### config.mk
export PLATFORM = sky130hd
export DESIGN_NAME = tcdm_shim
export DESIGN_NICKNAME = d
export VERILOG_FILES = /design/src/source/tcdm_shim_pkg.sv /design/src/source/tcdm_shim_if.sv /design/src/source/reorder_buffer.sv /design/src/source/req_router.sv /design/src/source/soc_port.sv /design/src/source/tcdm_port.sv /design/src/source/tcdm_shim.sv
export SDC_FILE = /design/constraint.sdc
export NUM_CORES = 1
export LEC_CHECK = 0
export ABC_AREA = 0
export BUFFER_PORTS_ARGS = -buffer_cell sky130_fd_sc_hd__buf_2
export CAP_MARGIN = 5
export CORE_ASPECT_RATIO = 1.5
export CORE_MARGIN = 2
export CORE_UTILIZATION = 51
export CTS_CLUSTER_DIAMETER = 40
export DETAILED_ROUTE_END_ITERATION = 10
export GPL_ROUTABILITY_DRIVEN = 1
export PLACE_DENSITY_LB_ADDON = 0.2
export SETUP_SLACK_MARGIN = 0.5
export SYNTH_ARGS = -nofsm -noshare
export SYNTH_HDL_FRONTEND = slang
export SYNTH_SLANG_ARGS = --single-unit
### constraint.sdc
create_clock -name clk_i -period 5.7 [get_ports clk_i]
set_input_delay 1.14 -clock clk_i [delete_from_list [all_inputs] [get_ports clk_i]]
set_output_delay 1.14 -clock clk_i [all_outputs]
set_load 0.1 [all_outputs]
### src/source/tcdm_shim_pkg.sv
// ================================================
// TCDM shim package
// Widths, memory map constants and shared enums
// ================================================
`default_nettype none

package tcdm_shim_pkg;

  localparam int unsigned AddrWidth           = 32;
  localparam int unsigned DataWidth           = 32;
  localparam int unsigned StrbWidth           = 4;
  localparam int unsigned AmoWidth            = 4;
  localparam int unsigned MaxOutstandingReads = 8;
  localparam int unsigned RobIdWidth          = 3;

  // Memory map
  localparam int unsigned ByteOffset        = 2;
  localparam int unsigned NumBanksPerTile   = 16;
  localparam int unsigned NumTiles          = 8;
  localparam int unsigned SeqMemSizePerTile = 2048;
  localparam int unsigned TcdmEnd           = 65536;

  // Scramble fields, derived
  localparam int unsigned BankLsb       = ByteOffset + $clog2(NumBanksPerTile);
  localparam int unsigned TileLsb       = $clog2(SeqMemSizePerTile);
  localparam int unsigned TileIdWidth   = $clog2(NumTiles);
  localparam int unsigned ScrambleWidth = TileLsb - BankLsb;
  localparam int unsigned SeqRegionEnd  = SeqMemSizePerTile * NumTiles;

  typedef enum logic {
    TARGET_TCDM = 1'b0,
    TARGET_SOC  = 1'b1
  } target_e;

  typedef enum logic [AmoWidth-1:0] {
    AMO_NONE = 4'h0,
    AMO_SWAP = 4'h1,
    AMO_ADD  = 4'h2,
    AMO_AND  = 4'h3,
    AMO_OR   = 4'h4,
    AMO_XOR  = 4'h5,
    AMO_MAX  = 4'h6,
    AMO_MAXU = 4'h7,
    AMO_MIN  = 4'h8,
    AMO_MINU = 4'h9
  } amo_e;

endpackage

`default_nettype wire

### src/source/tcdm_shim_if.sv
// ================================================
// Memory request and response interfaces
// ================================================
`default_nettype none

interface mem_req_if;
  import tcdm_shim_pkg::*;

  logic                  valid;
  logic                  ready;
  logic [AddrWidth-1:0]  addr;
  logic                  write;
  amo_e                  amo;
  logic [DataWidth-1:0]  data;
  logic [StrbWidth-1:0]  strb;
  logic [RobIdWidth-1:0] id;

  modport initiator (
    output valid, addr, write, amo, data, strb, id,
    input  ready
  );

  modport target (
    input  valid, addr, write, amo, data, strb, id,
    output ready
  );
endinterface

// No ready, the ROB slot is reserved at request time
interface mem_resp_if;
  import tcdm_shim_pkg::*;

  logic                  valid;
  logic [DataWidth-1:0]  data;
  logic [RobIdWidth-1:0] id;
  logic                  error;

  modport source (
    output valid, data, id, error
  );

  modport sink (
    input valid, data, id, error
  );
endinterface

`default_nettype wire

### src/source/reorder_buffer.sv
// ================================================
// Reorder buffer
// Returns read data to the core in request order
// ================================================
`default_nettype none

module reorder_buffer (
  input  logic                                  clk_i,
  input  logic                                  reset_i,
  input  logic                                  id_req_i,
  output logic [tcdm_shim_pkg::RobIdWidth-1:0]  id_o,
  output logic                                  full_o,
  mem_resp_if.sink                              tcdm_resp_i,
  mem_resp_if.sink                              soc_resp_i,
  output logic [tcdm_shim_pkg::DataWidth-1:0]   data_pdata_o,
  output logic                                  data_perror_o,
  output logic                                  data_pvalid_o,
  input  logic                                  data_pready_i
);
  import tcdm_shim_pkg::*;

  logic [DataWidth-1:0]           data_q [MaxOutstandingReads];
  logic [MaxOutstandingReads-1:0] error_q;
  logic [MaxOutstandingReads-1:0] filled_q;
  logic [RobIdWidth-1:0]          alloc_ptr_q;
  logic [RobIdWidth-1:0]          read_ptr_q;
  logic [RobIdWidth:0]            count_q;
  logic                           pop;

  assign id_o   = alloc_ptr_q;
  assign full_o = (count_q == (RobIdWidth+1)'(MaxOutstandingReads));

  // Head slot leaves once its data is in
  assign data_pvalid_o = filled_q[read_ptr_q];
  assign data_pdata_o  = data_q[read_ptr_q];
  assign data_perror_o = error_q[read_ptr_q];
  assign pop           = data_pvalid_o && data_pready_i;

  always_ff @(posedge clk_i) begin
    if (reset_i) begin
      alloc_ptr_q <= '0;
      read_ptr_q  <= '0;
      count_q     <= '0;
      filled_q    <= '0;
    end else begin
      if (id_req_i) begin
        alloc_ptr_q <= alloc_ptr_q + 1'b1;
      end
      if (pop) begin
        read_ptr_q <= read_ptr_q + 1'b1;
      end
      if (id_req_i && !pop) begin
        count_q <= count_q + 1'b1;
      end else if (!id_req_i && pop) begin
        count_q <= count_q - 1'b1;
      end
      // Ids of both ports never collide
      if (tcdm_resp_i.valid) begin
        filled_q[tcdm_resp_i.id] <= 1'b1;
      end
      if (soc_resp_i.valid) begin
        filled_q[soc_resp_i.id] <= 1'b1;
      end
      if (pop) begin
        filled_q[read_ptr_q] <= 1'b0;
      end
    end
  end

  always_ff @(posedge clk_i) begin
    if (tcdm_resp_i.valid) begin
      data_q[tcdm_resp_i.id]  <= tcdm_resp_i.data;
      error_q[tcdm_resp_i.id] <= tcdm_resp_i.error;
    end
    if (soc_resp_i.valid) begin
      data_q[soc_resp_i.id]  <= soc_resp_i.data;
      error_q[soc_resp_i.id] <= soc_resp_i.error;
    end
  end

endmodule

`default_nettype wire

### src/source/req_router.sv
// ================================================
// Request router
// Scrambles sequential addresses, steers to TCDM/SoC
// ================================================
`default_nettype none

module req_router (
  mem_req_if.initiator                          tcdm_o,
  mem_req_if.initiator                          soc_o,
  input  logic                                  core_valid_i,
  input  logic [tcdm_shim_pkg::AddrWidth-1:0]   core_addr_i,
  input  logic                                  core_write_i,
  input  logic [tcdm_shim_pkg::AmoWidth-1:0]    core_amo_i,
  input  logic [tcdm_shim_pkg::DataWidth-1:0]   core_data_i,
  input  logic [tcdm_shim_pkg::StrbWidth-1:0]   core_strb_i,
  output logic                                  core_ready_o,
  input  logic [tcdm_shim_pkg::RobIdWidth-1:0]  rob_id_i,
  input  logic                                  rob_full_i,
  output logic                                  id_req_o
);
  import tcdm_shim_pkg::*;

  logic [AddrWidth-1:0] scrambled_addr;
  target_e              target;
  logic                 slot_ok;

  // Swap the tile id below the scramble field
  always_comb begin
    scrambled_addr = core_addr_i;
    if (core_addr_i < SeqRegionEnd) begin
      scrambled_addr = {core_addr_i[AddrWidth-1:TileLsb+TileIdWidth],
                        core_addr_i[BankLsb +: ScrambleWidth],
                        core_addr_i[TileLsb +: TileIdWidth],
                        core_addr_i[BankLsb-1:0]};
    end
  end

  assign target  = (core_addr_i >= TcdmEnd) ? TARGET_SOC : TARGET_TCDM;
  // Reads need a free ROB slot
  assign slot_ok = core_write_i || !rob_full_i;

  assign tcdm_o.valid = core_valid_i && slot_ok && (target == TARGET_TCDM);
  assign soc_o.valid  = core_valid_i && slot_ok && (target == TARGET_SOC);

  assign core_ready_o = slot_ok &&
                        ((target == TARGET_SOC) ? soc_o.ready : tcdm_o.ready);
  assign id_req_o     = core_valid_i && core_ready_o && !core_write_i;

  assign tcdm_o.addr  = scrambled_addr;
  assign tcdm_o.write = core_write_i;
  assign tcdm_o.amo   = amo_e'(core_amo_i);
  assign tcdm_o.data  = core_data_i;
  assign tcdm_o.strb  = core_strb_i;
  assign tcdm_o.id    = rob_id_i;

  assign soc_o.addr   = scrambled_addr;
  assign soc_o.write  = core_write_i;
  assign soc_o.amo    = amo_e'(core_amo_i);
  assign soc_o.data   = core_data_i;
  assign soc_o.strb   = core_strb_i;
  assign soc_o.id     = rob_id_i;

endmodule

`default_nettype wire

### src/source/soc_port.sv
// ================================================
// SoC port
// Pass-through requests, FIFO of ROB ids for reads
// ================================================
`default_nettype none

module soc_port (
  input  logic                                 clk_i,
  input  logic                                 reset_i,
  mem_req_if.target                            req_i,
  output logic [tcdm_shim_pkg::AddrWidth-1:0]  soc_qaddr_o,
  output logic                                 soc_qwrite_o,
  output logic [tcdm_shim_pkg::AmoWidth-1:0]   soc_qamo_o,
  output logic [tcdm_shim_pkg::DataWidth-1:0]  soc_qdata_o,
  output logic [tcdm_shim_pkg::StrbWidth-1:0]  soc_qstrb_o,
  output logic                                 soc_qvalid_o,
  input  logic                                 soc_qready_i,
  input  logic [tcdm_shim_pkg::DataWidth-1:0]  soc_pdata_i,
  input  logic                                 soc_perror_i,
  input  logic                                 soc_pvalid_i,
  output logic                                 soc_pready_o,
  mem_resp_if.source                           resp_o
);
  import tcdm_shim_pkg::*;

  logic [RobIdWidth-1:0] id_fifo [MaxOutstandingReads];
  logic [RobIdWidth-1:0] wr_ptr_q;
  logic [RobIdWidth-1:0] rd_ptr_q;
  logic                  push;
  logic                  pop;

  assign soc_qvalid_o = req_i.valid;
  assign soc_qaddr_o  = req_i.addr;
  assign soc_qwrite_o = req_i.write;
  assign soc_qamo_o   = req_i.amo;
  assign soc_qdata_o  = req_i.data;
  assign soc_qstrb_o  = req_i.strb;
  assign req_i.ready  = soc_qready_i;

  // ROB limits outstanding reads, so no overflow check
  assign push = soc_qvalid_o && soc_qready_i && !soc_qwrite_o;
  assign pop  = soc_pvalid_i && soc_pready_o;

  always_ff @(posedge clk_i) begin
    if (reset_i) begin
      wr_ptr_q <= '0;
      rd_ptr_q <= '0;
    end else begin
      if (push) begin
        wr_ptr_q <= wr_ptr_q + 1'b1;
      end
      if (pop) begin
        rd_ptr_q <= rd_ptr_q + 1'b1;
      end
    end
  end

  always_ff @(posedge clk_i) begin
    if (push) begin
      id_fifo[wr_ptr_q] <= req_i.id;
    end
  end

  assign soc_pready_o = 1'b1;
  assign resp_o.valid = soc_pvalid_i;
  assign resp_o.data  = soc_pdata_i;
  assign resp_o.id    = id_fifo[rd_ptr_q];
  assign resp_o.error = soc_perror_i;

endmodule

`default_nettype wire

### src/source/tcdm_port.sv
// ================================================
// TCDM port
// One-entry request register, id-tagged responses
// ================================================
`default_nettype none

module tcdm_port (
  input  logic                                  clk_i,
  input  logic                                  reset_i,
  mem_req_if.target                             req_i,
  output logic                                  tcdm_req_valid_o,
  output logic [tcdm_shim_pkg::AddrWidth-1:0]   tcdm_req_tgt_addr_o,
  output logic                                  tcdm_req_wen_o,
  output logic [tcdm_shim_pkg::DataWidth-1:0]   tcdm_req_wdata_o,
  output logic [tcdm_shim_pkg::AmoWidth-1:0]    tcdm_req_amo_o,
  output logic [tcdm_shim_pkg::RobIdWidth-1:0]  tcdm_req_id_o,
  output logic [tcdm_shim_pkg::StrbWidth-1:0]   tcdm_req_be_o,
  input  logic                                  tcdm_req_ready_i,
  input  logic                                  tcdm_resp_valid_i,
  output logic                                  tcdm_resp_ready_o,
  input  logic [tcdm_shim_pkg::DataWidth-1:0]   tcdm_resp_rdata_i,
  input  logic [tcdm_shim_pkg::RobIdWidth-1:0]  tcdm_resp_id_i,
  mem_resp_if.source                            resp_o
);
  import tcdm_shim_pkg::*;

  logic                  slot_valid_q;
  logic [AddrWidth-1:0]  addr_q;
  logic                  write_q;
  amo_e                  amo_q;
  logic [DataWidth-1:0]  data_q;
  logic [StrbWidth-1:0]  strb_q;
  logic [RobIdWidth-1:0] id_q;

  // Free, or emptying this cycle
  assign req_i.ready = !slot_valid_q || tcdm_req_ready_i;

  always_ff @(posedge clk_i) begin
    if (reset_i) begin
      slot_valid_q <= 1'b0;
    end else if (req_i.ready) begin
      slot_valid_q <= req_i.valid;
    end
  end

  always_ff @(posedge clk_i) begin
    if (req_i.valid && req_i.ready) begin
      addr_q  <= req_i.addr;
      write_q <= req_i.write;
      amo_q   <= req_i.amo;
      data_q  <= req_i.data;
      strb_q  <= req_i.strb;
      id_q    <= req_i.id;
    end
  end

  assign tcdm_req_valid_o    = slot_valid_q;
  assign tcdm_req_tgt_addr_o = addr_q;
  assign tcdm_req_wen_o      = write_q;
  assign tcdm_req_wdata_o    = data_q;
  assign tcdm_req_amo_o      = amo_q;
  assign tcdm_req_id_o       = id_q;
  assign tcdm_req_be_o       = strb_q;

  // Responses go straight to the ROB
  assign tcdm_resp_ready_o = 1'b1;
  assign resp_o.valid      = tcdm_resp_valid_i;
  assign resp_o.data       = tcdm_resp_rdata_i;
  assign resp_o.id         = tcdm_resp_id_i;
  assign resp_o.error      = 1'b0;

endmodule

`default_nettype wire

### src/source/tcdm_shim.sv
// ================================================
// TCDM shim top level
// Core load/store port to TCDM and SoC targets
// ================================================
`default_nettype none

module tcdm_shim (
  input  logic                                  clk_i,
  input  logic                                  reset_i,
  // TCDM
  output logic                                  tcdm_req_valid_o,
  output logic [tcdm_shim_pkg::AddrWidth-1:0]   tcdm_req_tgt_addr_o,
  output logic                                  tcdm_req_wen_o,
  output logic [tcdm_shim_pkg::DataWidth-1:0]   tcdm_req_wdata_o,
  output logic [tcdm_shim_pkg::AmoWidth-1:0]    tcdm_req_amo_o,
  output logic [tcdm_shim_pkg::RobIdWidth-1:0]  tcdm_req_id_o,
  output logic [tcdm_shim_pkg::StrbWidth-1:0]   tcdm_req_be_o,
  input  logic                                  tcdm_req_ready_i,
  input  logic                                  tcdm_resp_valid_i,
  output logic                                  tcdm_resp_ready_o,
  input  logic [tcdm_shim_pkg::DataWidth-1:0]   tcdm_resp_rdata_i,
  input  logic [tcdm_shim_pkg::RobIdWidth-1:0]  tcdm_resp_id_i,
  // SoC
  output logic [tcdm_shim_pkg::AddrWidth-1:0]   soc_qaddr_o,
  output logic                                  soc_qwrite_o,
  output logic [tcdm_shim_pkg::AmoWidth-1:0]    soc_qamo_o,
  output logic [tcdm_shim_pkg::DataWidth-1:0]   soc_qdata_o,
  output logic [tcdm_shim_pkg::StrbWidth-1:0]   soc_qstrb_o,
  output logic                                  soc_qvalid_o,
  input  logic                                  soc_qready_i,
  input  logic [tcdm_shim_pkg::DataWidth-1:0]   soc_pdata_i,
  input  logic                                  soc_perror_i,
  input  logic                                  soc_pvalid_i,
  output logic                                  soc_pready_o,
  // Core
  input  logic [tcdm_shim_pkg::AddrWidth-1:0]   data_qaddr_i,
  input  logic                                  data_qwrite_i,
  input  logic [tcdm_shim_pkg::AmoWidth-1:0]    data_qamo_i,
  input  logic [tcdm_shim_pkg::DataWidth-1:0]   data_qdata_i,
  input  logic [tcdm_shim_pkg::StrbWidth-1:0]   data_qstrb_i,
  input  logic                                  data_qvalid_i,
  output logic                                  data_qready_o,
  output logic [tcdm_shim_pkg::DataWidth-1:0]   data_pdata_o,
  output logic                                  data_perror_o,
  output logic                                  data_pvalid_o,
  input  logic                                  data_pready_i
);
  import tcdm_shim_pkg::*;

  logic [RobIdWidth-1:0] rob_id;
  logic                  rob_full;
  logic                  id_req;

  mem_req_if  tcdm_req ();
  mem_req_if  soc_req ();
  mem_resp_if tcdm_resp ();
  mem_resp_if soc_resp ();

  req_router i_req_router (
    .tcdm_o       (tcdm_req),
    .soc_o        (soc_req),
    .core_valid_i (data_qvalid_i),
    .core_addr_i  (data_qaddr_i),
    .core_write_i (data_qwrite_i),
    .core_amo_i   (data_qamo_i),
    .core_data_i  (data_qdata_i),
    .core_strb_i  (data_qstrb_i),
    .core_ready_o (data_qready_o),
    .rob_id_i     (rob_id),
    .rob_full_i   (rob_full),
    .id_req_o     (id_req)
  );

  tcdm_port i_tcdm_port (
    .clk_i               (clk_i),
    .reset_i             (reset_i),
    .req_i               (tcdm_req),
    .tcdm_req_valid_o    (tcdm_req_valid_o),
    .tcdm_req_tgt_addr_o (tcdm_req_tgt_addr_o),
    .tcdm_req_wen_o      (tcdm_req_wen_o),
    .tcdm_req_wdata_o    (tcdm_req_wdata_o),
    .tcdm_req_amo_o      (tcdm_req_amo_o),
    .tcdm_req_id_o       (tcdm_req_id_o),
    .tcdm_req_be_o       (tcdm_req_be_o),
    .tcdm_req_ready_i    (tcdm_req_ready_i),
    .tcdm_resp_valid_i   (tcdm_resp_valid_i),
    .tcdm_resp_ready_o   (tcdm_resp_ready_o),
    .tcdm_resp_rdata_i   (tcdm_resp_rdata_i),
    .tcdm_resp_id_i      (tcdm_resp_id_i),
    .resp_o              (tcdm_resp)
  );

  soc_port i_soc_port (
    .clk_i        (clk_i),
    .reset_i      (reset_i),
    .req_i        (soc_req),
    .soc_qaddr_o  (soc_qaddr_o),
    .soc_qwrite_o (soc_qwrite_o),
    .soc_qamo_o   (soc_qamo_o),
    .soc_qdata_o  (soc_qdata_o),
    .soc_qstrb_o  (soc_qstrb_o),
    .soc_qvalid_o (soc_qvalid_o),
    .soc_qready_i (soc_qready_i),
    .soc_pdata_i  (soc_pdata_i),
    .soc_perror_i (soc_perror_i),
    .soc_pvalid_i (soc_pvalid_i),
    .soc_pready_o (soc_pready_o),
    .resp_o       (soc_resp)
  );

  reorder_buffer i_reorder_buffer (
    .clk_i         (clk_i),
    .reset_i       (reset_i),
    .id_req_i      (id_req),
    .id_o          (rob_id),
    .full_o        (rob_full),
    .tcdm_resp_i   (tcdm_resp),
    .soc_resp_i    (soc_resp),
    .data_pdata_o  (data_pdata_o),
    .data_perror_o (data_perror_o),
    .data_pvalid_o (data_pvalid_o),
    .data_pready_i (data_pready_i)
  );

endmodule

`default_nettype wire

; ---- Yosys cells after proc, flatten, opt, wreduce, memory -nomap -nowiden
; Memories as Yosys holds them, arrays and structs flattened. A register that Yosys moved wholly into a read port is not among the register bits.
; Index checks and enable logic that the tools add are counted.
; Widths: inputs -> output; s select.
[word_totals]
mem_count = 2
register_bits = 109
ramBits = 280
word_cells = 94
input_bits = 149
[mem_list]
columns = name, depth, width, read_ports, rd_clocked_by_memory_dff, write_ports, line_no
row1 = i_reorder_buffer.data_q, 8, 32, 1, 1, 2, reorder_buffer.sv:22  ; logic [DataWidth-1:0] data_q [MaxOutstandingReads];
row2 = i_soc_port.id_fifo, 8, 3, 1, 1, 1, soc_port.sv:26  ; logic [RobIdWidth-1:0] id_fifo [MaxOutstandingReads];
[op_classes]
n_addsub = 6
reduce_logical = 23
bitwise = 7
mux = 33
n_lt_le_gt_ge = 8
eq_ne = 1
[op_table]
columns = operator, n
row1 = $mux 8, 7
row2 = $ge 32x17->1 const B, 1
row3 = $lt 32x15->1 const B, 1
row4 = $and 8x8->8, 2
row5 = $not 8->8, 2
row6 = $or 8x8->8, 2
row7 = $logic_and 1x1->1, 15
row8 = $mux 14, 1
row9 = $mux 1, 13
row10 = $add 3x1->3 const B, 4
row11 = $lt 3x4->1 const B, 3
row12 = $mux 3, 4
row13 = $demux 1 s3, 3
row14 = $ge 3x1->1 const B, 3
row15 = $bwmux 8, 1
row16 = $mux 4, 2
row17 = $bmux 1 s3, 2
row18 = $logic_not 1->1, 5
row19 = $add 4x1->4 const B, 1
row20 = $eq 4x4->1 const B, 1
row21 = $sub 4x1->4 const B, 1
row22 = $logic_or 1x1->1, 2
row23 = $reduce_bool 2->1, 1
row24 = $not 1->1, 1

; ---- Depth between registers and ports, before layout
; Gate-level depths: netlist of the first run.
[depth]
depth_word = 12
ltp_mapped = 12
depth_no_buf = 11

; ---- Modules after synthesis
; A second synthesis of the first run with hierarchy kept.
[hier_totals]
cells_unflattened = 1294
area_unflattened_um2 = 20254.4
[by_module_without_submodules]
columns = mod, seq_area_each_um2, area_each_um2, n_inst, cells_per_inst
row1 = reorder_buffer, 8267.9, 14202.4, 1, 821
row2 = tcdm_port, 2302.2, 2630.0, 1, 121
row3 = soc_port, 900.9, 2119.5, 1, 185
row4 = req_router, 0.0, 1302.5, 1, 167

; ---- Worst setup path before layout of the first run
; Ideal clock, no wire load.
[synth_path]
kind = input to register
from = input port data_qaddr_i[26] (netlist name)
to = register i_tcdm_port.amo_q[0], in the netlist i_tcdm_port.tcdm_req_amo_o[0], enable pin
n_path_buf = 0
path_stages = 4
setup_time_ns = 0.510
arrival_ns = 5.223
slack_ns = -0.034
path_cell_list = nor4_1 > nand4_1 > or2_2 > nor2_1
[synth_between]
elab_chain_len = 5
[synth_rtl]
columns = element, line_no
row1 = "start, declared", tcdm_shim.sv:36  ; input logic [tcdm_shim_pkg::AddrWidth-1:0] data_qaddr_i,
row2 = $ge 32x17->1, req_router.sv:38  ; assign target = (core_addr_i >= TcdmEnd) ? TARGET_SOC : TARGET_TCDM;
row3 = $mux 1, req_router.sv:38
row4 = $not 1->1, req_router.sv:42  ; assign tcdm_o.valid = core_valid_i && slot_ok && (target == TARGET_TCDM);
row5 = $logic_and 1x1->1, req_router.sv:42
row6 = $logic_and 1x1->1, tcdm_port.sv:47  ; if (req_i.valid && req_i.ready) begin
row7 = "end signal, assigned", tcdm_port.sv:50  ; amo_q <= req_i.amo;
row8 = "end, declared", tcdm_port.sv:30  ; amo_e amo_q;
; No other way between the ends.
; A chain may end at the register's enable or synchronous reset.

; ---- Worst setup path after layout of the first run
[layout_path]
from = input port data_qaddr_i[26] (netlist name)
to = output port soc_qaddr_o[10] (netlist name)
[layout_between]
elab_chain_len = 2
[layout_rtl]
columns = element, line_no
row1 = $lt 32x15->1, req_router.sv:30  ; if (core_addr_i < SeqRegionEnd) begin
row2 = $mux 14, req_router.sv:30
row3 = "end, declared", tcdm_shim.sv:24  ; output logic [tcdm_shim_pkg::AddrWidth-1:0] soc_qaddr_o,
; No other way between the ends.

==> results of run 1 <==
==> critical path, delay by kind of cell <==
family	cells	cell delay (ns)
AND/OR/NAND/NOR	3	1.35
buffers and inverters	2	0.53
multiplexers	1	0.30
==> worst paths after layout <==
check	endpoint	cells after the start
worst max register to register	i_reorder_buffer.data_q[2][3]	6
worst max-delay path	soc_qaddr_o[10]	6
worst min-delay path	i_reorder_buffer.error_q[7]	2
worst min register to register	i_reorder_buffer.error_q[7]	2
==> registers in the layout, summed over array words and instances, names as in the netlist, 4 cells and up, named ones only <==
name / flops
i_tcdm_port.tcdm_req_tgt_addr_o: 32
i_tcdm_port.tcdm_req_amo_o: 4
i_tcdm_port.tcdm_req_wdata_o: 32
i_soc_port.id_fifo: 24
i_reorder_buffer.filled_q: 8
i_reorder_buffer.count_q: 4
i_tcdm_port.tcdm_req_be_o: 4
i_reorder_buffer.data_q: 256
i_reorder_buffer.error_q: 8
==> cells in the final DEF, fill, tap and decap left out, types with 7 or more instances in the layout <==
| cell | n |
|---|---|
| buf_2 | 334 |
| clkbuf_16 | 45 |
| edfxtp_1 | 356 |
| nor2b_1 | 9 |
| clkbuf_1 | 7 |
| nand3_1 | 11 |
| a21oi_1 | 9 |
| mux2_4 | 42 |
| mux2i_1 | 14 |
| dfxtp_1 | 36 |
| nand2_1 | 27 |
| nor2_1 | 30 |
| mux2_1 | 43 |
| nand3b_1 | 7 |
| inv_1 | 12 |
| ha_1 | 7 |
| nor3b_1 | 8 |
| mux2_2 | 215 |
| buf_4 | 19 |
| nor3_1 | 8 |
| mux4_2 | 68 |
==> metal layers <==
| metal | track usage | routed length (um) | up-vias |
|---|---|---|---|
| met5 | 0 | 11 | - |
| met4 | 0.0834 | 1290 | 2 |
| met3 | 0.0478 | 3110 | 84 |
| met2 | 0.429 | 24100 | 386 |
| met1 | 0.289 | 17900 | 5496 |
| li1 | - | - | 4909 |
==> stage by stage <==
step                      power (uW)  cell area [um^2]  hold slack, ns   util
after detailed placement        4850             20600           0.452  0.562
after global routing            7870             22100           0.483  0.601
final                           7620             22100           0.459  0.601
after floorplan                 4540             19000           0.432      -
after CTS                       7690             22100           0.460  0.601
after global placement          4820             20600           0.440  0.562
==> area by class of cell <==
cell class                      instances  area, um^2
Clock inverter                         21         241
Multi-Input combinational cell        588        6650
Fill cell                            2827       14600
Antenna cell                            4        10.0
Timing Repair Buffer                  354        1830
Sequential cell                       395       11500
Clock buffer                           56        1210
Inverter                               12        45.0
Tap cell                              484         606
==> report_power, final <==
part           total [uW]  leakage [uW]  switching [uW]  internal (uW)
Sequential           3460       0.00358            70.5           3390
Combinational        1320       0.00370             878            439
Clock                2840      0.000691            1160           1690
Total                7620       0.00797            2110           5510
==> cell families after synthesis <==
logic type | after synthesis | share of synthesized area
flops | 395 | 0.604
mux | 382 | 0.274
simple gates | 142 | 0.0439
buf+inv | 136 | 0.0494
compound gates | 45 | 0.0191
xor+xnor | 9 | 0.00415
fa+ha+maj | 8 | 0.00566
other cells | 1 | 0.000197
==> impl_metrics.py, run 1 <==
metrics = {
    "placed_design": {
        "gp_congestion": 0.850,
        "hpwl_um": 29000,
        "dp.cells": 1833,
        "post-place-ws_ns": 1.20,
        "io_buffer_count": 334,
    },
    "timing": {
        "finalCritPeriodShare": 0.784,
        "final.setup.tns_ns": 0,
        "slew-limit-headroom": 0.245,
        "fin_crit_ns": 4.47,
        "fmax_ghz": 0.224,
        "finalSetupViolCount": 0,
        "fin_worst_skew_ns": 0.0144,
        "rsz0062_at_grt": "false",
        "worst_slew_pin_slew_ns": 1.13,
        "setup_slack_ns": 1.23,
        "maxSlewViolCount": 0,
        "hold_viol": 0,
    },
    "critical_path": {
        "cp.required_ns": 4.56,
        "arrival_ns": 3.33,
        "cp-start-kind": "primary input",
        "path_cells": "buf_2 -> nor4_1 -> nand4_1 -> or3_1 -> mux2_2 -> buf_2",
        "worstPathMaxFanout": 8,
        "critPathKind": "primary input to primary output",
        "crit_path_max_incr_delay_ns": 0.56,
        "slowest_stage": "or3_1",
        "cp_common_cell": "buf_2",
        "cp-startpoint": "data_qaddr_i[26]",
        "crit_path_end_kind": "primary output",
        "worst-r2r-setup-slack_ns": 2.16,
    },
    "drt": {
        "drtPass1Iterations": 5,
        "drc": 0,
        "num_vias": 10877,
        "ant_nets": 0,
        "drt_wl_total_um": 46500,
        "wl_per_cell_um": 24.3,
        "dr.first_iter.drc_count": 724,
        "viasPerCell": 5.68,
    },
    "floorplanning": {
        "dieHeight_um": 240,
        "start_util": 0.518,
        "rows": 86,
        "boundaryPins": 337,
        "die_w_um": 162,
        "die_area_um2": 38900,
        "core_um2": 36700,
    },
    "logic_synthesis": {
        "ys.flop_type": "edfxtp_1",
        "synth_edf_count": 356,
        "yosysWarnings": 0,
        "syn_inst": 1118,
        "async_reset_ff_frac": 0,
        "syn_area_per_cell_um2": 17.0,
        "yosysSeqAreaShare": 0.604,
        "yosys.area.top_type_share": 0.563,
        "yosysMostFrequentCell": "edfxtp_1",
        "synth_area_leaders": "edfxtp_1, mux2_2, mux4_2",
        "synthTopCellsByCount": "edfxtp_1, mux2_2, mux4_2, buf_4, mux2_1",
        "netlist_area_um2": 19000,
        "synth_top_area_cell": "edfxtp_1",
        "synth_cell_types": 64,
        "ys_ff_latch": 395,
    },
    "hold_path": {
        "hp-class": "register to register",
        "min_from": "i_reorder_buffer.error_q[7]",
    },
    "finish": {
        "drive_above_1_share": 0.541,
        "nets": 1550,
        "fin_cells": 1914,
        "syn2layout_area_growth_pct": 16.1,
    },
    "grt": {
        "grt_pass1_wl_um": 69000,
        "grt_usage": 0.240,
        "grt_pass1_vias": 11445,
        "grt_max_degree": 77,
        "grt_overflow": 0,
        "antenna_found_initial": 6,
    },
    "power_and_ir_drop": {
        "p_leak_uw": 0.00797,
        "powerDensity_nw_per_um2": 345,
        "vdd_drop_max_mv": 0.276,
    },
    "clocking": {
        "worstSkewPairLatency_ns": 0.55,
        "cts-root-buf": "clkbuf_16",
        "cts_tree": "built",
        "cts_setup_buffers": 0,
        "htreeDepth": 2,
        "cts_sinks": 395,
        "numCtsBuffers": 42,
        "ctsHoldBuffers": 0,
        "cts_buffer_depth": 3,
        "cts_resized": 0,
        "clk_pin_slew_ns": 0.06,
    },
    "outcome": {
        "status": "complete, no violations",
    },
    "run": {
        "maxCapViolCount": 0,
    },
}
Note: power is estimated with default switching activity, not from simulation.
==> inputs of run 2 (changes only) <==
- CORE_UTILIZATION: 51 -> 52
- clock period: 5.7 -> 4.5 ns (I/O delays scaled with it)
==> run 2 against run 1 <==
  * Sequential power grew 27%
  * Clock power up 21%
  * Combinational power increased by 27%
  * Global-route usage shrank 0.44 points
  * Design area is 0.26% higher
  * Worst setup slack got worse by 0.50 ns
  * First-iteration DRC count down 7.9%
  * Cell count is the same
  * Largest power group unchanged
==> impl_metrics.py, run 2 (synthesis results as in run 1) <==
metrics = {
    "outcome": {
        "status": "complete, no violations",
    },
    "clocking": {
        "cts_resized": 9,
        "cts_buffer_depth": 3,
        "numCtsBuffers": 41,
        "htreeDepth": 2,
        "worstSkewPairLatency_ns": 0.55,
        "cts_sinks": 395,
        "ctsHoldBuffers": 0,
        "cts_setup_buffers": 0,
        "clk_pin_slew_ns": 0.06,
        "cts_tree": "built",
        "cts-root-buf": "clkbuf_16",
    },
    "finish": {
        "syn2layout_area_growth_pct": 16.4,
        "mostFrequentLayoutCells": "edfxtp_1, buf_2, mux2_2, mux4_2",
        "largest-register": "i_reorder_buffer.data_q",
        "register_area_um2": 11500,
        "fin_cells": 1914,
        "nets": 1556,
        "multi_input_area_um2": 6660,
        "final_common_cell": "edfxtp_1",
        "drive_above_1_share": 0.545,
        "fin_util": 0.615,
        "fillers": 2771,
        "largest_reg_flops": 256,
    },
    "power_and_ir_drop": {
        "powerDensity_nw_per_um2": 429,
        "p_total_uw": 9490,
        "vdd_drop_max_mv": 0.488,
        "p_leak_uw": 0.00800,
    },
    "floorplanning": {
        "start_util": 0.529,
        "die_area_um2": 38100,
        "boundaryPins": 337,
        "die_w_um": 160,
        "core_um2": 35900,
        "rows": 85,
        "dieHeight_um": 238,
    },
    "timing": {
        "finalCritPeriodShare": 0.838,
        "slew-limit-headroom": 0.243,
        "fmax_ghz": 0.265,
        "worst_slew_pin_slew_ns": 1.14,
        "hold_ws_ns": 0.462,
        "fin_worst_skew_ns": 0.0144,
        "maxSlewViolCount": 0,
        "finalSetupViolCount": 0,
        "final.setup.tns_ns": 0,
        "hold_viol": 0,
        "fin_crit_ns": 3.77,
        "rsz0062_at_grt": "false",
    },
    "critical_path": {
        "cp-startpoint": "data_qaddr_i[25]",
        "cp-start-kind": "primary input",
        "path_buf_inv": 2,
        "crit_path_max_incr_delay_ns": 0.54,
        "path_cells": "buf_2 -> nor4_1 -> nand4_1 -> or3_1 -> mux2_2 -> buf_4",
        "worst-r2r-setup-slack_ns": 1.16,
        "slowest_stage": "or3_1",
        "arrival_ns": 2.87,
        "critPathTopFamily": "simple AND/OR/NAND/NOR gates",
        "critPathKind": "primary input to primary output",
        "worstPathMaxFanout": 8,
        "crit_path_end_kind": "primary output",
        "cp.required_ns": 3.60,
    },
    "placed_design": {
        "hpwl_um": 28500,
        "gp_congestion": 0.790,
        "io_buffer_count": 334,
        "dp.cells": 1834,
    },
    "grt": {
        "grt_overflow": 0,
        "grt_usage": 0.235,
        "grt_max_degree": 77,
        "grt_pass1_wl_um": 67000,
        "grt_pass1_vias": 11292,
        "antenna_found_initial": 5,
    },
    "hold_path": {
        "min_from": "i_reorder_buffer.error_q[1]",
        "hp-class": "register to register",
    },
    "drt": {
        "drc": 0,
        "ant_nets": 0,
        "drtPass1Iterations": 5,
        "drt_wl_total_um": 45000,
        "dr.first_iter.drc_count": 667,
        "wl_per_cell_um": 23.5,
        "num_vias": 10864,
        "viasPerCell": 5.68,
    },
    "run": {
        "maxCapViolCount": 0,
    },
}
run 2: metal layers:
layer	vias to the layer above	global-route usage	wire, um
met2	369	0.437	24400
met5	-	0	8
met1	5524	0.276	16800
met3	62	0.0438	2630
li1	4907	-	-
met4	2	0.0721	1130
run 2: final timing paths:
check / cells past startpoint / end
max: 6 / soc_qaddr_o[10]
min: 2 / i_reorder_buffer.error_q[1]
max reg2reg: 6 / i_reorder_buffer.data_q[2][2]
min reg2reg: 2 / i_reorder_buffer.error_q[1]
run 2: stage by stage:
stage	area [um^2]	setup WS [ns]
6_report	22100	0.727
5_1_grt	22100	0.554
4_1_cts	22100	0.547
3_5_place_dp	20700	0.404
3_3_place_gp	20700	0.436
2_1_floorplan	19000	0.810
run 2: layout make-up:
class	count	share of cell area
sequential	395	0.519
multi-input combinational	588	0.301
timing repair buffer	361	0.0885
clock buffer	52	0.0524
tap	478	0.0270
clock inverter	24	0.00961
inverter	12	0.00204
antenna	4	0.000452
run 2: tightest hold or removal path, delay by kind of cell, from the launching register on:
| kind | cells | cell delay (ns) |
|---|---|---|
| muxes | 1 | 0.05 |
| DFF | 1 | 0.31 |
| and+or+nand+nor | 1 | 0.05 |
run 2: where the power goes:
part	total, uW	internal [uW]	switching, uW
Clock	3430	2010	1420
Combinational	1680	572	1110
Sequential	4380	4290	85.3
